**config.mk**
```make
export PLATFORM = sky130hd
export DESIGN_NAME = fusionWindow
export DESIGN_NICKNAME = d
export VERILOG_FILES = /design/src/hdl/fusePkg.sv /design/src/hdl/fusionWindow.sv
export SDC_FILE = /design/constraint.sdc
export NUM_CORES = 1
export LEC_CHECK = 0
export BUFFER_PORTS_ARGS = -buffer_cell sky130_fd_sc_hd__buf_2
export CAP_MARGIN = 30
export CELL_PAD_IN_SITES_DETAIL_PLACEMENT = 0
export CELL_PAD_IN_SITES_GLOBAL_PLACEMENT = 1
export CORE_AREA = 3 3 297 299
export DETAILED_ROUTE_END_ITERATION = 10
export DIE_AREA = 0 0 300 302
export HOLD_SLACK_MARGIN = 0.1
export PLACE_DENSITY_LB_ADDON = 0.1
export SLEW_MARGIN = 20
export SYNTH_ARGS = -nofsm -noshare
export SYNTH_HDL_FRONTEND = slang
export SYNTH_SLANG_ARGS = --single-unit
```
**constraint.sdc**
```tcl
create_clock -name clk -period 85.3 [get_ports clk]
set_input_delay 17.06 -clock clk [delete_from_list [all_inputs] [get_ports clk]]
set_output_delay 17.06 -clock clk [all_outputs]
set_load 0.01 [all_outputs]
```
**src/hdl/fusePkg.sv**
```systemverilog
`default_nettype none

package fusePkg;

    localparam int numUopsIn = 4;
    localparam int numUopsOut = 3;
    localparam int bufSize = 16;
    // Room for the op parked in the window plus one whole group
    localparam int fullThreshold = numUopsIn + 1;
    localparam int ptrW = $clog2(bufSize);

    typedef logic [4:0] regIdx_t;
    typedef logic [31:0] imm_t;
    typedef logic [31:0] pc_t;
    typedef logic [5:0] branchTag_t;
    typedef logic [ptrW:0] count_t;

    typedef enum logic [1:0] {
        INT,
        LSU,
        MUL
    } fuType_t;

    typedef enum logic [3:0] {
        ADD,
        LUI,
        AUIPC,
        BEQ,
        BNE,
        BLT,
        BGE,
        BLTU,
        BGEU,
        OTHER,
        // addi fused into the following branch
        FADDI_BEQ,
        FADDI_BNE,
        FADDI_BLT,
        FADDI_BGE,
        FADDI_BLTU,
        FADDI_BGEU
    } intOp_t;

    typedef struct packed {
        logic valid;
        pc_t pc;
        fuType_t fu;
        intOp_t opcode;
        regIdx_t rd;
        regIdx_t rs0;
        regIdx_t rs1;
        imm_t imm;
        logic immB;  // second operand is the immediate
        branchTag_t branchTag;
        logic predTaken;
        logic compressed;
    } decodedUop_t;

endpackage

`default_nettype wire

```
**src/hdl/fusionWindow.sv**
```systemverilog
`timescale 1ns/1ps
`default_nettype none

module fusionWindow (
    input wire clk,
    input wire rst,
    input wire mispredict,
    input wire full,
    input wire fusePkg::decodedUop_t uopIn [fusePkg::numUopsIn],
    output fusePkg::decodedUop_t insUops [fusePkg::numUopsIn]
);

    fusePkg::decodedUop_t uop [fusePkg::numUopsIn];
    fusePkg::decodedUop_t window [fusePkg::numUopsIn+1];
    fusePkg::decodedUop_t fusedUops [fusePkg::numUopsIn];
    fusePkg::decodedUop_t nextUop [fusePkg::numUopsIn];
    logic [fusePkg::numUopsIn:0] consumed;

    function automatic logic isBranch(input fusePkg::intOp_t op);
        return op inside {fusePkg::BEQ, fusePkg::BNE, fusePkg::BLT,
                          fusePkg::BGE, fusePkg::BLTU, fusePkg::BGEU};
    endfunction

    // lui/auipc rd followed by addi rd, rd, imm
    function automatic logic isUpperAddi(
        input fusePkg::decodedUop_t a,
        input fusePkg::decodedUop_t b
    );
        return a.valid && b.valid &&
            a.fu == fusePkg::INT &&
            (a.opcode == fusePkg::LUI || a.opcode == fusePkg::AUIPC) &&
            b.fu == fusePkg::INT && b.opcode == fusePkg::ADD && b.immB &&
            b.rs0 == b.rd && a.rd == b.rd;
    endfunction

    // addi rd, rd, imm followed by a branch comparing rd
    function automatic logic isAddiBranch(
        input fusePkg::decodedUop_t a,
        input fusePkg::decodedUop_t b
    );
        return a.valid && b.valid &&
            a.fu == fusePkg::INT && a.opcode == fusePkg::ADD && a.immB &&
            a.rs0 == a.rd &&
            b.fu == fusePkg::INT && isBranch(b.opcode) &&
            b.rs0 == a.rd;
    endfunction

    function automatic fusePkg::intOp_t fusedBranchOp(input fusePkg::intOp_t op);
        case (op)
            fusePkg::BNE: return fusePkg::FADDI_BNE;
            fusePkg::BLT: return fusePkg::FADDI_BLT;
            fusePkg::BGE: return fusePkg::FADDI_BGE;
            fusePkg::BLTU: return fusePkg::FADDI_BLTU;
            fusePkg::BGEU: return fusePkg::FADDI_BGEU;
            default: return fusePkg::FADDI_BEQ;
        endcase
    endfunction

    // Held group plus the first op of the incoming one
    always_comb begin
        for (int i = 0; i < fusePkg::numUopsIn; i++) begin
            window[i] = uop[i];
        end
        window[fusePkg::numUopsIn] = uopIn[0];
    end

    always_comb begin
        consumed = '0;
        for (int i = 0; i < fusePkg::numUopsIn; i++) begin
            fusedUops[i] = window[i];
        end

        // Left to right, an op already eaten by a pair cannot start another
        for (int i = 0; i < fusePkg::numUopsIn; i++) begin
            if (!consumed[i] && isUpperAddi(window[i], window[i+1])) begin
                fusedUops[i].opcode = fusePkg::ADD;
                fusedUops[i].imm = {window[i].imm[31:12], 12'b0} +
                    {{20{window[i+1].imm[11]}}, window[i+1].imm[11:0]};
                consumed[i+1] = 1'b1;
            end else if (!consumed[i] && isAddiBranch(window[i], window[i+1])) begin
                fusedUops[i].opcode = fusedBranchOp(window[i+1].opcode);
                fusedUops[i].imm = {window[i].imm[11:0], 7'b0, window[i+1].imm[12:0]};
                fusedUops[i].immB = 1'b0;
                // rd stays with the addi, the rest follows the branch
                fusedUops[i].rs0 = window[i+1].rs0;
                fusedUops[i].rs1 = window[i+1].rs1;
                fusedUops[i].pc = window[i+1].pc;
                fusedUops[i].branchTag = window[i+1].branchTag;
                fusedUops[i].predTaken = window[i+1].predTaken;
                fusedUops[i].compressed = window[i+1].compressed;
                consumed[i+1] = 1'b1;
            end
        end

        for (int i = 1; i < fusePkg::numUopsIn; i++) begin
            if (consumed[i]) begin
                fusedUops[i].valid = 1'b0;
            end
        end

        for (int i = 0; i < fusePkg::numUopsIn; i++) begin
            nextUop[i] = uopIn[i];
        end
        // Incoming slot 0 already merged into the last held op
        nextUop[0].valid = uopIn[0].valid && !consumed[fusePkg::numUopsIn];
    end

    always_ff @(posedge clk) begin
        if (rst || mispredict) begin
            for (int i = 0; i < fusePkg::numUopsIn; i++) begin
                uop[i].valid <= 1'b0;
                insUops[i].valid <= 1'b0;
            end
        end else if (!full) begin
            uop <= nextUop;
            insUops <= fusedUops;
        end
    end

endmodule

`default_nettype wire

```
== Yosys cells after proc, flatten, opt, wreduce, memory -nomap -nowiden ==
Index checks and enable logic that the tools add are counted.
Cells by class
  reductions and logical operators: 87
  add/sub/neg operators: 4
  bitwise logic cells: 2
  div/mod/pow operators: 0
  shift-type cells: 0
  order comparisons: 0
  equal/unequal tests: 45
  $mul: 0
  multiplexer cells: 43
Operators by type and width (number)
  $mux 32: 12
  $mux 51: 4
  $add 32x32->32: 4
  $eq 5x5->1: 13
  $eq 4x3->1 const B: 16
  $logic_and 1x1->1: 63
  $pmux 3 s5: 4
  $mux 10: 4
  $mux 9: 4
  $eq 4x2->1 const B: 8
  $reduce_bool 6->1: 4
  $logic_not 4->1: 5
  $eq 4x1->1 const B: 4
  $eq 4x4->1 const B: 4
  $mux 4: 4
  $mux 1: 11
  $logic_not 2->1: 5
  $logic_or 1x1->1: 5
  $logic_not 1->1: 4
  $not 1->1: 2
  $reduce_and 2->1: 1
Word-level totals
  bits in registers: 760
  memories kept: 0
  ROM bits: 0
  memory bits (writable): 0
  latch bits: 0

== Depth between registers and ports, before layout ==
  depth in word-level cells: 24
  gate-level depth with buffers: 12
  mapped depth without buffers: 12

== Worst setup path after synthesis ==
OpenSTA, ideal clock, no wires.
  kind: input port to flip-flop
  start point: input port mispredict
  end point: register uop (netlist bit fusedUops[146]) (enable)
  setup slack: 34.798 ns
  arrival: 48.609 ns
  cell stages on the path: 3
  path through: or2_2 clkbuf_1 nor2_1
On the way
  word-level cells in the longest chain between the ends: 3
Ends and longest elaborated chain
  start, declared: RTL line fusionWindow.sv:7  | input wire mispredict,
  $logic_or 1x1->1: RTL line fusionWindow.sv:109  | if (rst || mispredict) begin
  $not 1->1 (no line)
  $reduce_and 2->1 (no line)
  end signal, assigned: RTL line fusionWindow.sv:115  | uop <= nextUop;
  end, declared: RTL line fusionWindow.sv:13  | fusePkg::decodedUop_t uop [fusePkg::numUopsIn];
No other way between the ends.
A chain may end at the register's enable or synchronous reset.

== Final worst setup path ==
  start point: input port mispredict
  end point: register insUops[262] in the netlist's numbering (enable)
On the way
  word-level cells in the longest chain between the ends: 3
Ends and longest elaborated chain
  $logic_or 1x1->1: RTL line fusionWindow.sv:109
  $not 1->1 (no line)
  $reduce_and 2->1 (no line)
  end signal, assigned: RTL line fusionWindow.sv:116  | insUops <= fusedUops;
  end, declared: RTL line fusionWindow.sv:10  | output fusePkg::decodedUop_t insUops [fusePkg::numUopsIn]
No other way between the ends.

==> summary.md <==
| Metric | Value |
|---|---|
| Final setup violation count | 0 |
| Count of pins over their slew limit | 0 |
| Post-synth EDFFs | approximately 750 |
| Register clock-pin slew on the reported worst setup and hold paths | 0.06 ns |
| Yosys reg bits | 760 |
| Hold_ws | around 0.45 ns |
| Reg2Reg Launch Point | uop[115] |
| Min Tclk post-route | around 20 ns |
| Root Driver | clkbuf_16 |
| Die W | ~300 microns |
| I/O pin cnt | 764 |
| Share of cells above drive strength 1 | 0.324 |
| Avg WL per Cell | 24.6 microns |
| Initial antenna violation count | 50 |
| Largest net degree at the start of global routing | ~190 |
| Hold Path Class | flop to flop |
| Hold path startpoint | fusedUops[251] |
| Cell area after synthesis | ~32000 sq um |
| Clk_skew | 0.0224 ns |
| Crit share post-route | 0.232 |
| Vias | 21700 |
| Layout net count | 3527 |
| Number of remaining DRC errors | 0 |
| Initial DRC Count | about 1700 |
| Final hold viol count | 0 |
| Mapped Cells | 2268 |
| Max VDD drop | 0.0000163 V |
| Fmax | a little over 0.05 GHz |
| Worst skew pair latency | 0.64 ns |
| Area grow syn2layout | 26.3% |
| Number of global-route vias before repair | roughly 22000 |
| Setup TNS | 0 ns |
| Die Area | around 91000 sq um |
| Crit path DAT | 20.09 ns |
| Clock tree buffer depth | 3 |
| Total CTS buffers | 87 |
| Vias/cell | 5.03 |
| Core area | 85400 sq um |
| Crit-path max FO | 169 |
| Setup crit end kind | flop |
| Number of max-cap violations | 0 |
| Leak | 0.0158 uW |
| Post-DP HPWL | 77.9 mm |
| Post-cts hold buffer count | 0 |
| # port buffers | around 760 |
| Synth top area share | 0.713 |
| Initial Util | 0.371 |
| Global-route usage over all layers | 0.226 |
| Slew headroom | 0.277 |
| Top post-synthesis cells by area | edfxtp_1 71%, nand2_1 6.3%, ha_1 3.0% |
| Worst EP required | 85.60 ns |
| Pwr dens | about 22 nW/um^2 |
| Post-synth ARST share | 0 |
| GP Congestion | around 0.86 |
| Largest area contributor in the netlist | edfxtp_1 |
| Clock sinks | between 700 and 800 |
| Die height | 302 microns |
| Yosys warnings | 0 |
| Synth Flop Type | edfxtp_1 |
| Drt pass-1 iters | 5 |
| Power, Total | approximately 880 uW |
| Syn_nets | 2732 |
| Std cell rows | 107 |
| CP startpoint kind | input pin |
| Setup bufs post-CTS | 0 |
| Run status | finished, final reports clean |
| # resized after CTS | 0 |
| First-pass GRT wire length | ~150 mm |
| Unrepaired setup endpoints after global routing | no |
| Avg Cell Area, Syn | between 10 and 15 sq um |
| WS Path Type | input pin to flop |
| Final wirelength | between 100 and 150 mm |
| H-tree levels | 3 |
| Grt ovf | 0 |
| CTS tree | yes |
| Netlist cell types | 77 |
| Critical path launch point | mispredict |
| Register area share after synthesis | 0.718 |
| Number of nets with antenna violations after routing | 0 |
| Worst Max-Slew Pin Slew | 1.08 ns |
==> per-layer routing <==
layer  global-route usage  routed length, microns
met1                0.276                   41700
met2                0.379                   51600
met3               0.0707                    8690
met4               0.0807                    3660
met5                    0                     189
==> final timing paths <==
kind	to	slack (ns)	depth (start not counted)
max reg2reg	insUops[229]	81.41	13
max	insUops[262]	65.52	7
min	insUops[251]	0.45	0
min reg2reg	insUops[251]	0.45	0
==> through the flow <==
step	utilization	worst slack, ns	cell area, sq um	std cells
2_1_floorplan	-	34.80	31700	2268
5_1_grt	0.468	65.34	40000	4296
4_1_cts	0.467	65.57	39900	4279
6_report	0.469	65.52	40000	4309
3_3_place_gp	0.432	64.72	36900	4113
3_5_place_dp	0.432	64.88	36900	4115
==> synth_stat cells (5+ instances only) <==
| library cell | count |
|---|---|
| xnor2_1 | 48 |
| inv_1 | 30 |
| o22ai_1 | 5 |
| o21a_1 | 9 |
| dfxtp_1 | 8 |
| o21bai_1 | 11 |
| or2_2 | 5 |
| or3_1 | 12 |
| clkbuf_1 | 72 |
| nand2b_1 | 20 |
| edfxtp_1 | 752 |
| nor2_1 | 58 |
| buf_1 | 5 |
| mux2_2 | 66 |
| a22oi_1 | 38 |
| mux2i_1 | 8 |
| nor2b_1 | 14 |
| nor4_1 | 9 |
| a21oi_1 | 74 |
| nand4_1 | 5 |
| a21o_1 | 26 |
| a211oi_1 | 10 |
| o21ai_1 | 52 |
| nand2_1 | 529 |
| o211ai_1 | 7 |
| nor3_1 | 27 |
| nand3b_1 | 15 |
| xor2_1 | 60 |
| mux2_1 | 14 |
| buf_2 | 11 |
| ha_1 | 76 |
| o21ai_0 | 57 |
| nand3_1 | 46 |
| o31a_1 | 6 |
| and3_1 | 11 |
| a31oi_1 | 6 |
==> worst max-delay path, stage by stage <==
cell and delay (ns):
buf_2 0.09, or2_2 0.39, nor2_4 0.11, buf_4 0.62, buf_12 0.73, buf_4 0.53
buf_16 0.33
==> logic make-up after synthesis <==
kind of cell,synth area share
AOI/OAI and AO/OA,0.0669
muxes,0.0310
adders and majority gates,0.0325
xor gates and xnor gates,0.0299
DFF,0.718
and+or+nand+nor,0.107
buffers and inverters,0.0147
==> placed cells by master (no fill, tap or decap), drive strengths merged, types with 8 or more instances in the layout <==
| master | count |
|---|---|
| nor4 | 11 |
| diode | 27 |
| inv | 35 |
| nor2b | 14 |
| clkinv | 32 |
| o21a | 9 |
| nand2 | 529 |
| a211oi | 11 |
| buf | 794 |
| o21bai | 11 |
| nand2b | 20 |
| dfxtp | 8 |
| a21o | 26 |
| xnor2 | 48 |
| nor3 | 28 |
| or3 | 12 |
| mux2 | 80 |
| a22oi | 38 |
| o21ai | 109 |
| bufinv | 13 |
| clkbuf | 111 |
| edfxtp | 752 |
| mux2i | 8 |
| nor2 | 59 |
| nand3b | 15 |
| ha | 76 |
| a21oi | 75 |
| xor2 | 60 |
| and3 | 11 |
| nand3 | 46 |
==> flip-flops by register name, summed over array words and instances (netlist names) <==
signal,flops
fusedUops,29
insUops,380
uop,351
==> report_power, final <==
part / leakage, uW / internal (uW) / switching [uW]
Clock: 0.00143 / 233 / 155
Sequential: 0.00697 / 424 / 8.26
Combinational: 0.00735 / 23.8 / 31.3
==> layout make-up <==
class / instances / area (sq um)
multi-input combinational: 1388 / 8540
inverter: 32 / 120
sequential: 760 / 22700
timing repair buffer: 794 / 4150
fill: 7822 / 45400
tap: 1144 / 1430
clock buffer: 111 / 2320
antenna: 27 / 67.6
clock inverter: 53 / 648
Note: power is estimated with default switching activity, not from simulation.
