`config.mk`:
```
export PLATFORM = sky130hd
export DESIGN_NAME = queueCounter
export DESIGN_NICKNAME = d
export VERILOG_FILES = /design/src/hdl/fusePkg.sv /design/src/hdl/queueCounter.sv
export SDC_FILE = /design/constraint.sdc
export NUM_CORES = 1
export LEC_CHECK = 0
export ABC_CLOCK_PERIOD_IN_PS = 3900
export BUFFER_PORTS_ARGS = -buffer_cell sky130_fd_sc_hd__buf_2
export CAP_MARGIN = 10
export CORE_ASPECT_RATIO = 0.5
export CORE_MARGIN = 10
export CORE_UTILIZATION = 30
export CTS_BUF_LIST = sky130_fd_sc_hd__clkbuf_2 sky130_fd_sc_hd__clkbuf_4 sky130_fd_sc_hd__clkbuf_8
export CTS_CLUSTER_DIAMETER = 50
export DETAILED_ROUTE_END_ITERATION = 7
export HOLD_SLACK_MARGIN = 0.05
export MAX_ROUTING_LAYER = met4
export SLEW_MARGIN = 20
export SYNTH_ARGS = -nofsm -noshare
export SYNTH_HDL_FRONTEND = slang
export SYNTH_SLANG_ARGS = --single-unit
```
`constraint.sdc`:
```
create_clock -name clk -period 3.9 [get_ports clk]
set_clock_uncertainty 0.2 [all_clocks]
set_input_delay 0.195 -clock clk [delete_from_list [all_inputs] [get_ports clk]]
set_output_delay 0.195 -clock clk [all_outputs]
set_load 0.05 [all_outputs]
```
`src/hdl/fusePkg.sv`:
```
`default_nettype none

package fusePkg;

    localparam int numUopsIn = 4;
    localparam int numUopsOut = 3;
    localparam int bufSize = 16;
    // Room for the op parked in the window plus one whole group
    localparam int fullThreshold = numUopsIn + 1;
    localparam int ptrW = $clog2(bufSize);

    typedef logic [4:0] regIdx_t;
    typedef logic [31:0] imm_t;
    typedef logic [31:0] pc_t;
    typedef logic [5:0] branchTag_t;
    typedef logic [ptrW:0] count_t;

    typedef enum logic [1:0] {
        INT,
        LSU,
        MUL
    } fuType_t;

    typedef enum logic [3:0] {
        ADD,
        LUI,
        AUIPC,
        BEQ,
        BNE,
        BLT,
        BGE,
        BLTU,
        BGEU,
        OTHER,
        // addi fused into the following branch
        FADDI_BEQ,
        FADDI_BNE,
        FADDI_BLT,
        FADDI_BGE,
        FADDI_BLTU,
        FADDI_BGEU
    } intOp_t;

    typedef struct packed {
        logic valid;
        pc_t pc;
        fuType_t fu;
        intOp_t opcode;
        regIdx_t rd;
        regIdx_t rs0;
        regIdx_t rs1;
        imm_t imm;
        logic immB;  // second operand is the immediate
        branchTag_t branchTag;
        logic predTaken;
        logic compressed;
    } decodedUop_t;

endpackage

`default_nettype wire

```
`src/hdl/queueCounter.sv`:
```
`timescale 1ns/1ps
`default_nettype none

module queueCounter (
    input wire clk,
    input wire rst,
    input wire mispredict,
    input wire fusePkg::count_t wrCount,
    input wire fusePkg::count_t rdCount,
    output logic [fusePkg::ptrW-1:0] wrPtr,
    output logic [fusePkg::ptrW-1:0] rdPtr,
    output fusePkg::count_t used,
    output logic full
);

    fusePkg::count_t usedNext;
    fusePkg::count_t freeNext;

    assign usedNext = used + wrCount - rdCount;
    assign freeNext = fusePkg::count_t'(fusePkg::bufSize) - usedNext;

    // Pointers wrap naturally since the buffer size is a power of two
    always_ff @(posedge clk) begin
        if (rst || mispredict) begin
            wrPtr <= '0;
            rdPtr <= '0;
            used <= '0;
            full <= 1'b0;
        end else begin
            wrPtr <= wrPtr + wrCount[fusePkg::ptrW-1:0];
            rdPtr <= rdPtr + rdCount[fusePkg::ptrW-1:0];
            used <= usedNext;
            full <= freeNext < fusePkg::count_t'(fusePkg::fullThreshold);
        end
    end

endmodule

`default_nettype wire

```
# Word level (Yosys, flattened, before mapping)
# Cells that the tools add are included.
# W data, S select, Z words.
# totals
in_bits	13
ff_bits	14
output_inout_bits	14
# op_classes
n_reduce_logical	1
add_sub_neg	5
order_cmp	1
# ops
op	n
$add A4 B4 Y4	2
$add A5 B5 Y5	1
$lt A5 B3 Y1 const B	1
$sub A5 B5 Y5	1
$sub A5 B5 Y5 const A	1
$logic_or A1 B1 Y1	1

# Longest topological paths before layout
# Gate-level depths: netlist (run 1).
# logic_depth
word_depth	4
mapped_depth	10
depth_no_buf	10

# Worst setup path after synthesis (run 1)
# Ideal clock, no wire load.
# synth_path
path_type	flip-flop to flip-flop
start	reg used[1]
end	reg full
path_slack_ps	788
t_arrival_ps	2793
n_path_buf	0
setup_time_ps	119
t_required_ps	3581
path_stages_with_launch	10
path_cell_list	dfxtp_1 inv_1 fa_1 inv_1 fa_1 inv_1 ha_1 xor3_1 and4_1 o221a_1
# synth_via
elab_chain_cells	4
# synth_rtl
element	line_no	source
start: declaration	queueCounter.sv:12	output fusePkg::count_t used,
start signal: assignment	queueCounter.sv:32	used <= usedNext;
$add A5 B5 Y5	queueCounter.sv:19	assign usedNext = used + wrCount - rdCount;
$sub A5 B5 Y5	queueCounter.sv:19	
net usedNext[1]	queueCounter.sv:16	fusePkg::count_t usedNext;
$sub A5 B5 Y5	queueCounter.sv:20	assign freeNext = fusePkg::count_t'(fusePkg::bufSize) - usedNext;
$lt A5 B3 Y1	queueCounter.sv:33	full <= freeNext < fusePkg::count_t'(fusePkg::fullThreshold);
end signal: assignment	queueCounter.sv:33	
end: declaration	queueCounter.sv:13	output logic full
# The timed path passes the listed nets, and every way through them passes these cells.
# A chain may end at the register's enable or synchronous reset.

# Worst setup path in the final report (run 1)
# Ends and elaborated chain as after synthesis.

==> results of run 1 <==
-- critical path: stages, from the launching register on --
cell and delay [ns]:
dfxtp_1 0.32, inv_1 0.05, fa_1 0.47, inv_1 0.07
fa_1 0.56, inv_1 0.06, ha_1 0.22, xor3_1 0.35
and4_1 0.20, o221a_1 0.21
-- how the worst min path moves through the flow --
stage | slack [ns] | start | to | depth (start not counted)
floorplan | 0.18 | rst | full | 2
global placement | 0.32 | rst | full | 3
detailed placement | 0.33 | rst | full | 3
CTS | 0.06 | rst | full | 3
global route | 0.09 | rst | full | 3
finish | 0.06 | rst | full | 3
-- through the flow --
stage                     hold WS [ns]  cells
after floorplan                 0.1834     96
after global placement          0.3236    161
after detailed placement        0.3274    161
after CTS                      0.06048    165
after global routing           0.08787    165
final                          0.05860    165
-- sequential cells by signal (all words and copies together) (netlist names) --
name,count
full,1
wrPtr,4
rdPtr,4
used,5
-- final cells by class --
class | count | area, um2
Timing Repair Buffer | 26 | 130.1
Clock buffer | 4 | 55.05
Inverter | 21 | 78.83
Multi-Input combinational cell | 60 | 563.0
Fill cell | 307 | 1821
Tap cell | 40 | 50.05
Sequential cell | 14 | 280.3
-- logic make-up (layout without fill, tap and decap cells) --
group / after synthesis / after routing / share of synthesized area
flip-flops: 14 / 14 / 0.3027
adder cells (fa/ha/maj): 18 / 18 / 0.2919
buffers and inverters: 22 / 51 / 0.08919
AND/OR/NAND/NOR: 18 / 18 / 0.08920
AO/OA/AOI/OAI: 10 / 10 / 0.07838
XOR/XNOR: 14 / 14 / 0.1486
-- Yosys cell counts --
master    instances  share of area
a21oi_1           3          0.016
o221a_1           1          0.012
or2_2             1         0.0068
a21o_1            4          0.032
and4_1            1         0.0095
xor2_1            4          0.038
xnor2_1           9          0.085
xor3_1            1          0.026
nor2_1           13          0.053
and2_1            3          0.020
dfxtp_1          14           0.30
a211oi_1          1         0.0081
clkbuf_1          1         0.0041
inv_1            21          0.085
ha_1             12           0.16
a21oi_2           1         0.0095
fa_1              6           0.13
-- per-layer routing --
layer  up-vias  track usage
met5         -            -
met4         0      0.03043
met3         2      0.03143
met2        11       0.1105
met1       290      0.07773
li1        352            -
-- where the power goes --
group / internal, mW / switching, mW
logic: 0.110 / 0.163
registers: 0.160 / 0.00769
clock network: 0.0894 / 0.0519
total: 0.360 / 0.222
==> impl_metrics.tcl, run 1 <==
set metrics [dict create \
    cts_setup_buffers 0 \
    avgRoutedWirePerCell_um 10.79 \
    clockRootBuffer "clkbuf_8" \
    setup_viol 0 \
    num_vias 655 \
    cts_resized 0 \
    drtIter0Drc 12 \
    diodes 0 \
    final_util 0.3887 \
    cts_buffers 3 \
    wl_um 1780 \
    critPathCaptureType "register" \
    cp-endpoint "full" \
    vias_per_cell 3.970 \
    synth_nets 127 \
    crit_start "used[1]" \
    leakage_nw 0.6196 \
    drive_gt1_frac 0.2560 \
    dpl.hpwl_um 1520 \
    yosysWarnings 0 \
    hold_viol_final 0 \
    cts_buffer_depth 2 \
    holdBufCountCts 0 \
    ff2ff_path_depth 9 \
    core_um2 2978 \
    slew_headroom 0.7414 \
    synth_seq_cells 14 \
    final_common_cell "buf_2" \
    hold_class "in2reg" \
    power_mw 0.5821 \
    grt_antenna_before_repair 0 \
    yosysSeqAreaShare 0.3027 \
    mostFrequentLayoutCells "buf_2, inv_1, dfxtp_1" \
    syn_inst 96 \
    ant_nets 0 \
    rows 14 \
    max_freq_mhz 354.9 \
    status "complete, no violations" \
    fin_ws_ns 1.082 \
    yosysUniqueCellTypes 17 \
    cts_tree "built" \
    clk_pin_slew_ns 0.06 \
    dieHeight_um 59.29 \
    cellPowerDensity_nw_per_um2 502.9 \
    tns_ns 0 \
    grt_max_degree 11 \
    period_share 0.7225 \
    clkLatencyLatePin_ns 0.25 \
    critical_path_class "reg2reg" \
    r2r_slack_ns 1.08 \
    die_w_um 98.57 \
    io_pins 27 \
    numPortBuffers 26 \
    final_nets 157 \
    start_util 0.3109 \
    r2r-start "used[1]" \
    final_cell_area_um2 1157 \
    rsz0062_at_grt "no" \
    gp_congestion 0.7625 \
    grt_pass1_vias 675 \
    overflow 0 \
    placed_area_um2 1102 \
    syn_area_um2 925.9 \
    avgSynthCellArea_um2 9.645 \
    highest_layer "met4" \
    cp-start-kind "register" \
    drcViolationCount 0 \
    grt_usage 0.07071 \
    worst_ep_required_time_ns 3.84 \
    critical_path.max_fanout 2 \
    finalMaxSlewViolations 0 \
    grt_first_pass_wirelength_um 3160 \
    irDropWorstVdd_mv 0.1382 \
    cts_htree_levels 1 \
    dr_wl_met3_um 79 \
    timing.rr.end "full" \
    route.layer.met1.wl_um 816 \
    fin_crit_ns 2.818 \
    arrival_ns 2.76 \
    drt_pre_antenna_iters 2 \
    tightest_slew_ns 0.3852 \
    areaGrowthSynthToFinish_pct 25.00 \
    place_ws_ns 1.011 \
    dieArea_um2 5843 \
    drv_cap 0 \
    cts.sinks 14 \
    wl_met2_um 856 \
]
No activity file was read; power rests on OpenSTA's default activity.
==> run 2: changes to the inputs <==
--- a/config.mk
+++ b/config.mk
@@ -5,7 +5,7 @@
 export SDC_FILE = /design/constraint.sdc
 export NUM_CORES = 1
 export LEC_CHECK = 0
-export ABC_CLOCK_PERIOD_IN_PS = 3900
+export ABC_CLOCK_PERIOD_IN_PS = 2270
 export BUFFER_PORTS_ARGS = -buffer_cell sky130_fd_sc_hd__buf_2
 export CAP_MARGIN = 10
 export CORE_ASPECT_RATIO = 0.5
==> constraint.sdc (replaced) <==
create_clock -name clk -period 2.27 [get_ports clk]
set_clock_uncertainty 0.2 [all_clocks]
set_input_delay 0.1135 -clock clk [delete_from_list [all_inputs] [get_ports clk]]
set_output_delay 0.1135 -clock clk [all_outputs]
set_load 0.05 [all_outputs]
==> impl_metrics.tcl, run 2 (synthesis gave the netlist of run 1 again) <==
set metrics [dict create \
    largest_reg_flops 5 \
    clk_pin_slew_ns 0.06 \
    tns_ns -0.5585 \
    grt_first_pass_wirelength_um 3456 \
    crit_slowest_cell "fa_2" \
    highest_layer "met4" \
    grt_antenna_before_repair 0 \
    dr_wl_met3_um 82 \
    worstPathCellList "inv_2 > ha_1 > inv_1 > ha_2 > fa_2 > a21o_1 > a21oi_2 > xor3_1 > and4_1 > o221a_1" \
    drv_cap 0 \
    tightest_slew_ns 0.2587 \
    overflow 0 \
    wl_met2_um 1062 \
    hold_class "in2reg" \
    grt_max_degree 11 \
    cellPowerDensity_nw_per_um2 863.9 \
    power_mw 1.202 \
    drt_pre_antenna_iters 3 \
    vias_per_cell 4.133 \
    drtIter0Drc 14 \
    final_common_cell "buf_2" \
    avgRoutedWirePerCell_um 11.25 \
    final_nets 180 \
    dpl.hpwl_um 1752 \
    route.layer.met1.wl_um 932 \
    cts_buffer_depth 2 \
    num_vias 777 \
    status "finished, violations left" \
    final_util 0.4672 \
    cts_htree_levels 1 \
    clkLatencyLatePin_ns 0.25 \
    cts_tree "built" \
    diodes 0 \
    ant_nets 0 \
    wl_um 2115 \
    setup_viol 3 \
    rsz0062_at_grt "yes" \
    start_util 0.3109 \
    fin_ws_ns -0.3672 \
    cp-start-kind "register" \
    max_freq_mhz 379.2 \
    dp.cells 177 \
    leakage_nw 0.7309 \
    drcViolationCount 0 \
    slew_headroom 0.8269 \
    finalMaxSlewViolations 0 \
    period_share 1.162 \
    fin_crit_ns 2.637 \
    drive_gt1_frac 0.4459 \
    top_regs "used x5, rdPtr x4, wrPtr x4" \
    grt_pass1_vias 773 \
    finalNonFillerCells 188 \
    cts.sinks 14 \
    core_um2 2978 \
    worst_ep_required_time_ns 2.22 \
    rows 14 \
    arrival_ns 2.58 \
    dieArea_um2 5843 \
    top_register "used" \
    dieHeight_um 59.29 \
    final_cell_area_um2 1391 \
    slowest_delay_ns 0.39 \
    irDropWorstVdd_mv 0.2873 \
    fill_cells 314 \
    violations "setup timing" \
    hold_viol_final 0 \
    cts_buffers 3 \
    whs_ns 0.07966 \
    areaGrowthSynthToFinish_pct 50.27 \
    critical_path_class "reg2reg" \
    io_pins 27 \
    clockRootBuffer "clkbuf_8" \
    die_w_um 98.57 \
    mostFrequentLayoutCells "buf_2, buf_4, inv_1" \
    critical_path.max_fanout 2 \
    place_ws_ns -0.3400 \
    critPathCaptureType "register" \
    numPortBuffers 26 \
    placed_area_um2 1255 \
    gp_congestion 0.7583 \
    grt_usage 0.07554 \
]
run 2: critical path: cells and delay by family, from the launching register on:
family | cells | cell delay (ns)
adders and majority gates | 3 | 0.84
AOI/OAI and AO/OA | 3 | 0.57
DFF | 1 | 0.34
xor gates and xnor gates | 1 | 0.32
and+or+nand+nor | 1 | 0.19
buffers and inverters | 2 | 0.07
run 2: routing by layer:
layer,up-vias,global-route usage
li1,403,-
met1,359,0.08698
met2,11,0.1216
met3,4,0.02328
met4,0,0.03043
met5,-,-
run 2: report_power, final:
group          internal [mW]  switching, mW
Sequential             0.277         0.0154
Combinational          0.346          0.335
Clock                  0.136         0.0925
Total                  0.759          0.443
run 2: what timing repair did:
action,CTS,global route
hold buffers,3,0
hold endpoints to repair,4,0
buffers inserted,2,2
pin swaps,3,2
resized for setup,3,2
setup endpoints to repair,2,3
run 2: final timing paths:
check                                end  slack, ns  depth (start not counted)        from
worst max-delay path                full      -0.37                         10     used[0]
worst min-delay path             used[0]       0.08                          3  mispredict
worst max register to register      full      -0.37                         10     used[0]
worst min register to register  rdPtr[0]       0.38                          2    rdPtr[0]
run 2: area by class of cell:
type	instances	area, um2	share of cell area
clock buffers	4	48.80	0.03507
inverters	21	78.83	0.05665
multi-input cells	60	606.8	0.4362
flip-flops and latches	14	292.8	0.2104
well taps	40	50.05	0.03597
repair buffers	49	314.1	0.2257
==> run 3: changes to the inputs <==
--- a/config.mk
+++ b/config.mk
@@ -16,6 +16,7 @@
 export DETAILED_ROUTE_END_ITERATION = 7
 export HOLD_SLACK_MARGIN = 0.05
 export MAX_ROUTING_LAYER = met4
+export SETUP_SLACK_MARGIN = 0.5
 export SLEW_MARGIN = 20
 export SYNTH_ARGS = -nofsm -noshare
 export SYNTH_HDL_FRONTEND = slang
==> impl_metrics.tcl, run 3 (synthesis gave the netlist of run 1 again) <==
set metrics [dict create \
    cp-start-kind "register" \
    core_um2 2978 \
    irDropWorstVdd_mv 0.2536 \
    grt_pass1_vias 818 \
    io_pins 27 \
    largest_reg_flops 5 \
    critical_path_class "reg2reg" \
    max_freq_mhz 378.5 \
    grt_first_pass_wirelength_um 3581 \
    crit_slowest_cell "fa_1" \
    areaGrowthSynthToFinish_pct 54.73 \
    clockRootBuffer "clkbuf_8" \
    fin_crit_ns 2.642 \
    critPathCaptureType "register" \
    mostFrequentLayoutCells "buf_2, buf_4, inv_1" \
    num_vias 785 \
    period_share 1.164 \
    avgRoutedWirePerCell_um 11.41 \
    top_register "used" \
    clk_pin_slew_ns 0.06 \
    hold_viol_final 0 \
    drive_gt1_frac 0.5033 \
    cp_common_cell "inv_2" \
    violations "setup timing" \
    critical_path.max_fanout 2 \
    dieArea_um2 5843 \
    start_util 0.3109 \
    clkLatencyLatePin_ns 0.25 \
    cts_htree_levels 1 \
    setup_viol 4 \
    rows 14 \
    hold_class "in2reg" \
    top_regs "used x5, rdPtr x4, wrPtr x4" \
    die_w_um 98.57 \
    dpl.hpwl_um 1712 \
    dieHeight_um 59.29 \
    vias_per_cell 4.110 \
    worstPathCellList "inv_2 > fa_1 > inv_2 > fa_2 > a21o_1 > a21oi_2 > xor3_1 > and4_1 > o221a_1" \
    dp.cells 178 \
    fill_cells 278 \
    drv_cap 0 \
    slowest_delay_ns 0.49 \
    final_nets 183 \
    finalMaxSlewViolations 0 \
    worst_ep_required_time_ns 2.21 \
    cts_buffer_depth 2 \
    grt_max_degree 11 \
    place_ws_ns -0.3228 \
    numPortBuffers 26 \
    arrival_ns 2.58 \
    fin_ws_ns -0.3719 \
    slew_headroom 0.8142 \
    final_common_cell "buf_2" \
    grt_usage 0.07669 \
    gp_congestion 0.7417 \
    finalNonFillerCells 191 \
    cts_buffers 3 \
    drtIter0Drc 16 \
    status "finished, violations left" \
    cellPowerDensity_nw_per_um2 857.8 \
    diodes 0 \
    cts_tree "built" \
    tns_ns -0.6852 \
    wl_um 2180 \
    power_mw 1.229 \
    overflow 0 \
    hold_depth 3 \
    ant_nets 0 \
    tightest_slew_ns 0.2777 \
    final_util 0.4811 \
    leakage_nw 0.7539 \
    ff2ff_path_depth 9 \
    rsz0062_at_grt "yes" \
    drt_pre_antenna_iters 3 \
    drcViolationCount 0 \
    cts.sinks 14 \
    grt_antenna_before_repair 0 \
]
run 3: area by class of cell:
type / instances / area (um2) / area share
Multi-Input combinational cell: 60 / 616.8 / 0.4306
Inverter: 21 / 78.83 / 0.05502
Sequential cell: 14 / 297.8 / 0.2079
Clock buffer: 4 / 48.80 / 0.03406
Tap cell: 40 / 50.05 / 0.03493
Timing Repair Buffer: 52 / 340.3 / 0.2376
run 3: metal layers:
layer  routed length, um  vias to the layer above  GRT usage
met5                   0                        -          -
met4                  24                        0    0.02434
met3                  75                        4    0.02095
met2                1160                       11     0.1393
met1                 919                      364    0.08081
li1                    -                      406          -
run 3: final timing paths:
kind	startpoint	to	slack, ns
worst max-delay path	used[1]	full	-0.37
worst min-delay path	mispredict	used[1]	0.09
worst max register to register	used[1]	full	-0.37
worst min register to register	wrPtr[0]	wrPtr[0]	0.36
run 3: power breakdown:
part           switching, mW  internal, mW
Combinational          0.345         0.364
Clock                 0.0907         0.136
Sequential            0.0146         0.278
Total                  0.450         0.779
run 3: metrics by stage:
stage	hold WS [ns]	area (um2)
detailed placement	0.2364	1271
floorplan	0.1019	967.2
global route	0.1287	1433
global placement	0.2261	1271
finish	0.08884	1433
CTS	0.08821	1411
run 3: worst max-delay path, delay by kind of cell (launching register included):
kind                       cells  cell delay (ns)
adders and majority gates      2             0.84
AOI/OAI and AO/OA              3             0.56
DFF                            1             0.34
xor gates and xnor gates       1             0.31
and+or+nand+nor                1             0.20
buffers and inverters          2             0.08
run 3: repair_timing:
action | in CTS | in global routing
setup buffers | 4 | 2
resized for setup | 5 | 3
endpoints found under the hold margin | 4 | 0
pin swaps | 4 | 2
setup endpoints to repair | 5 | 5
hold buffers | 3 | 0
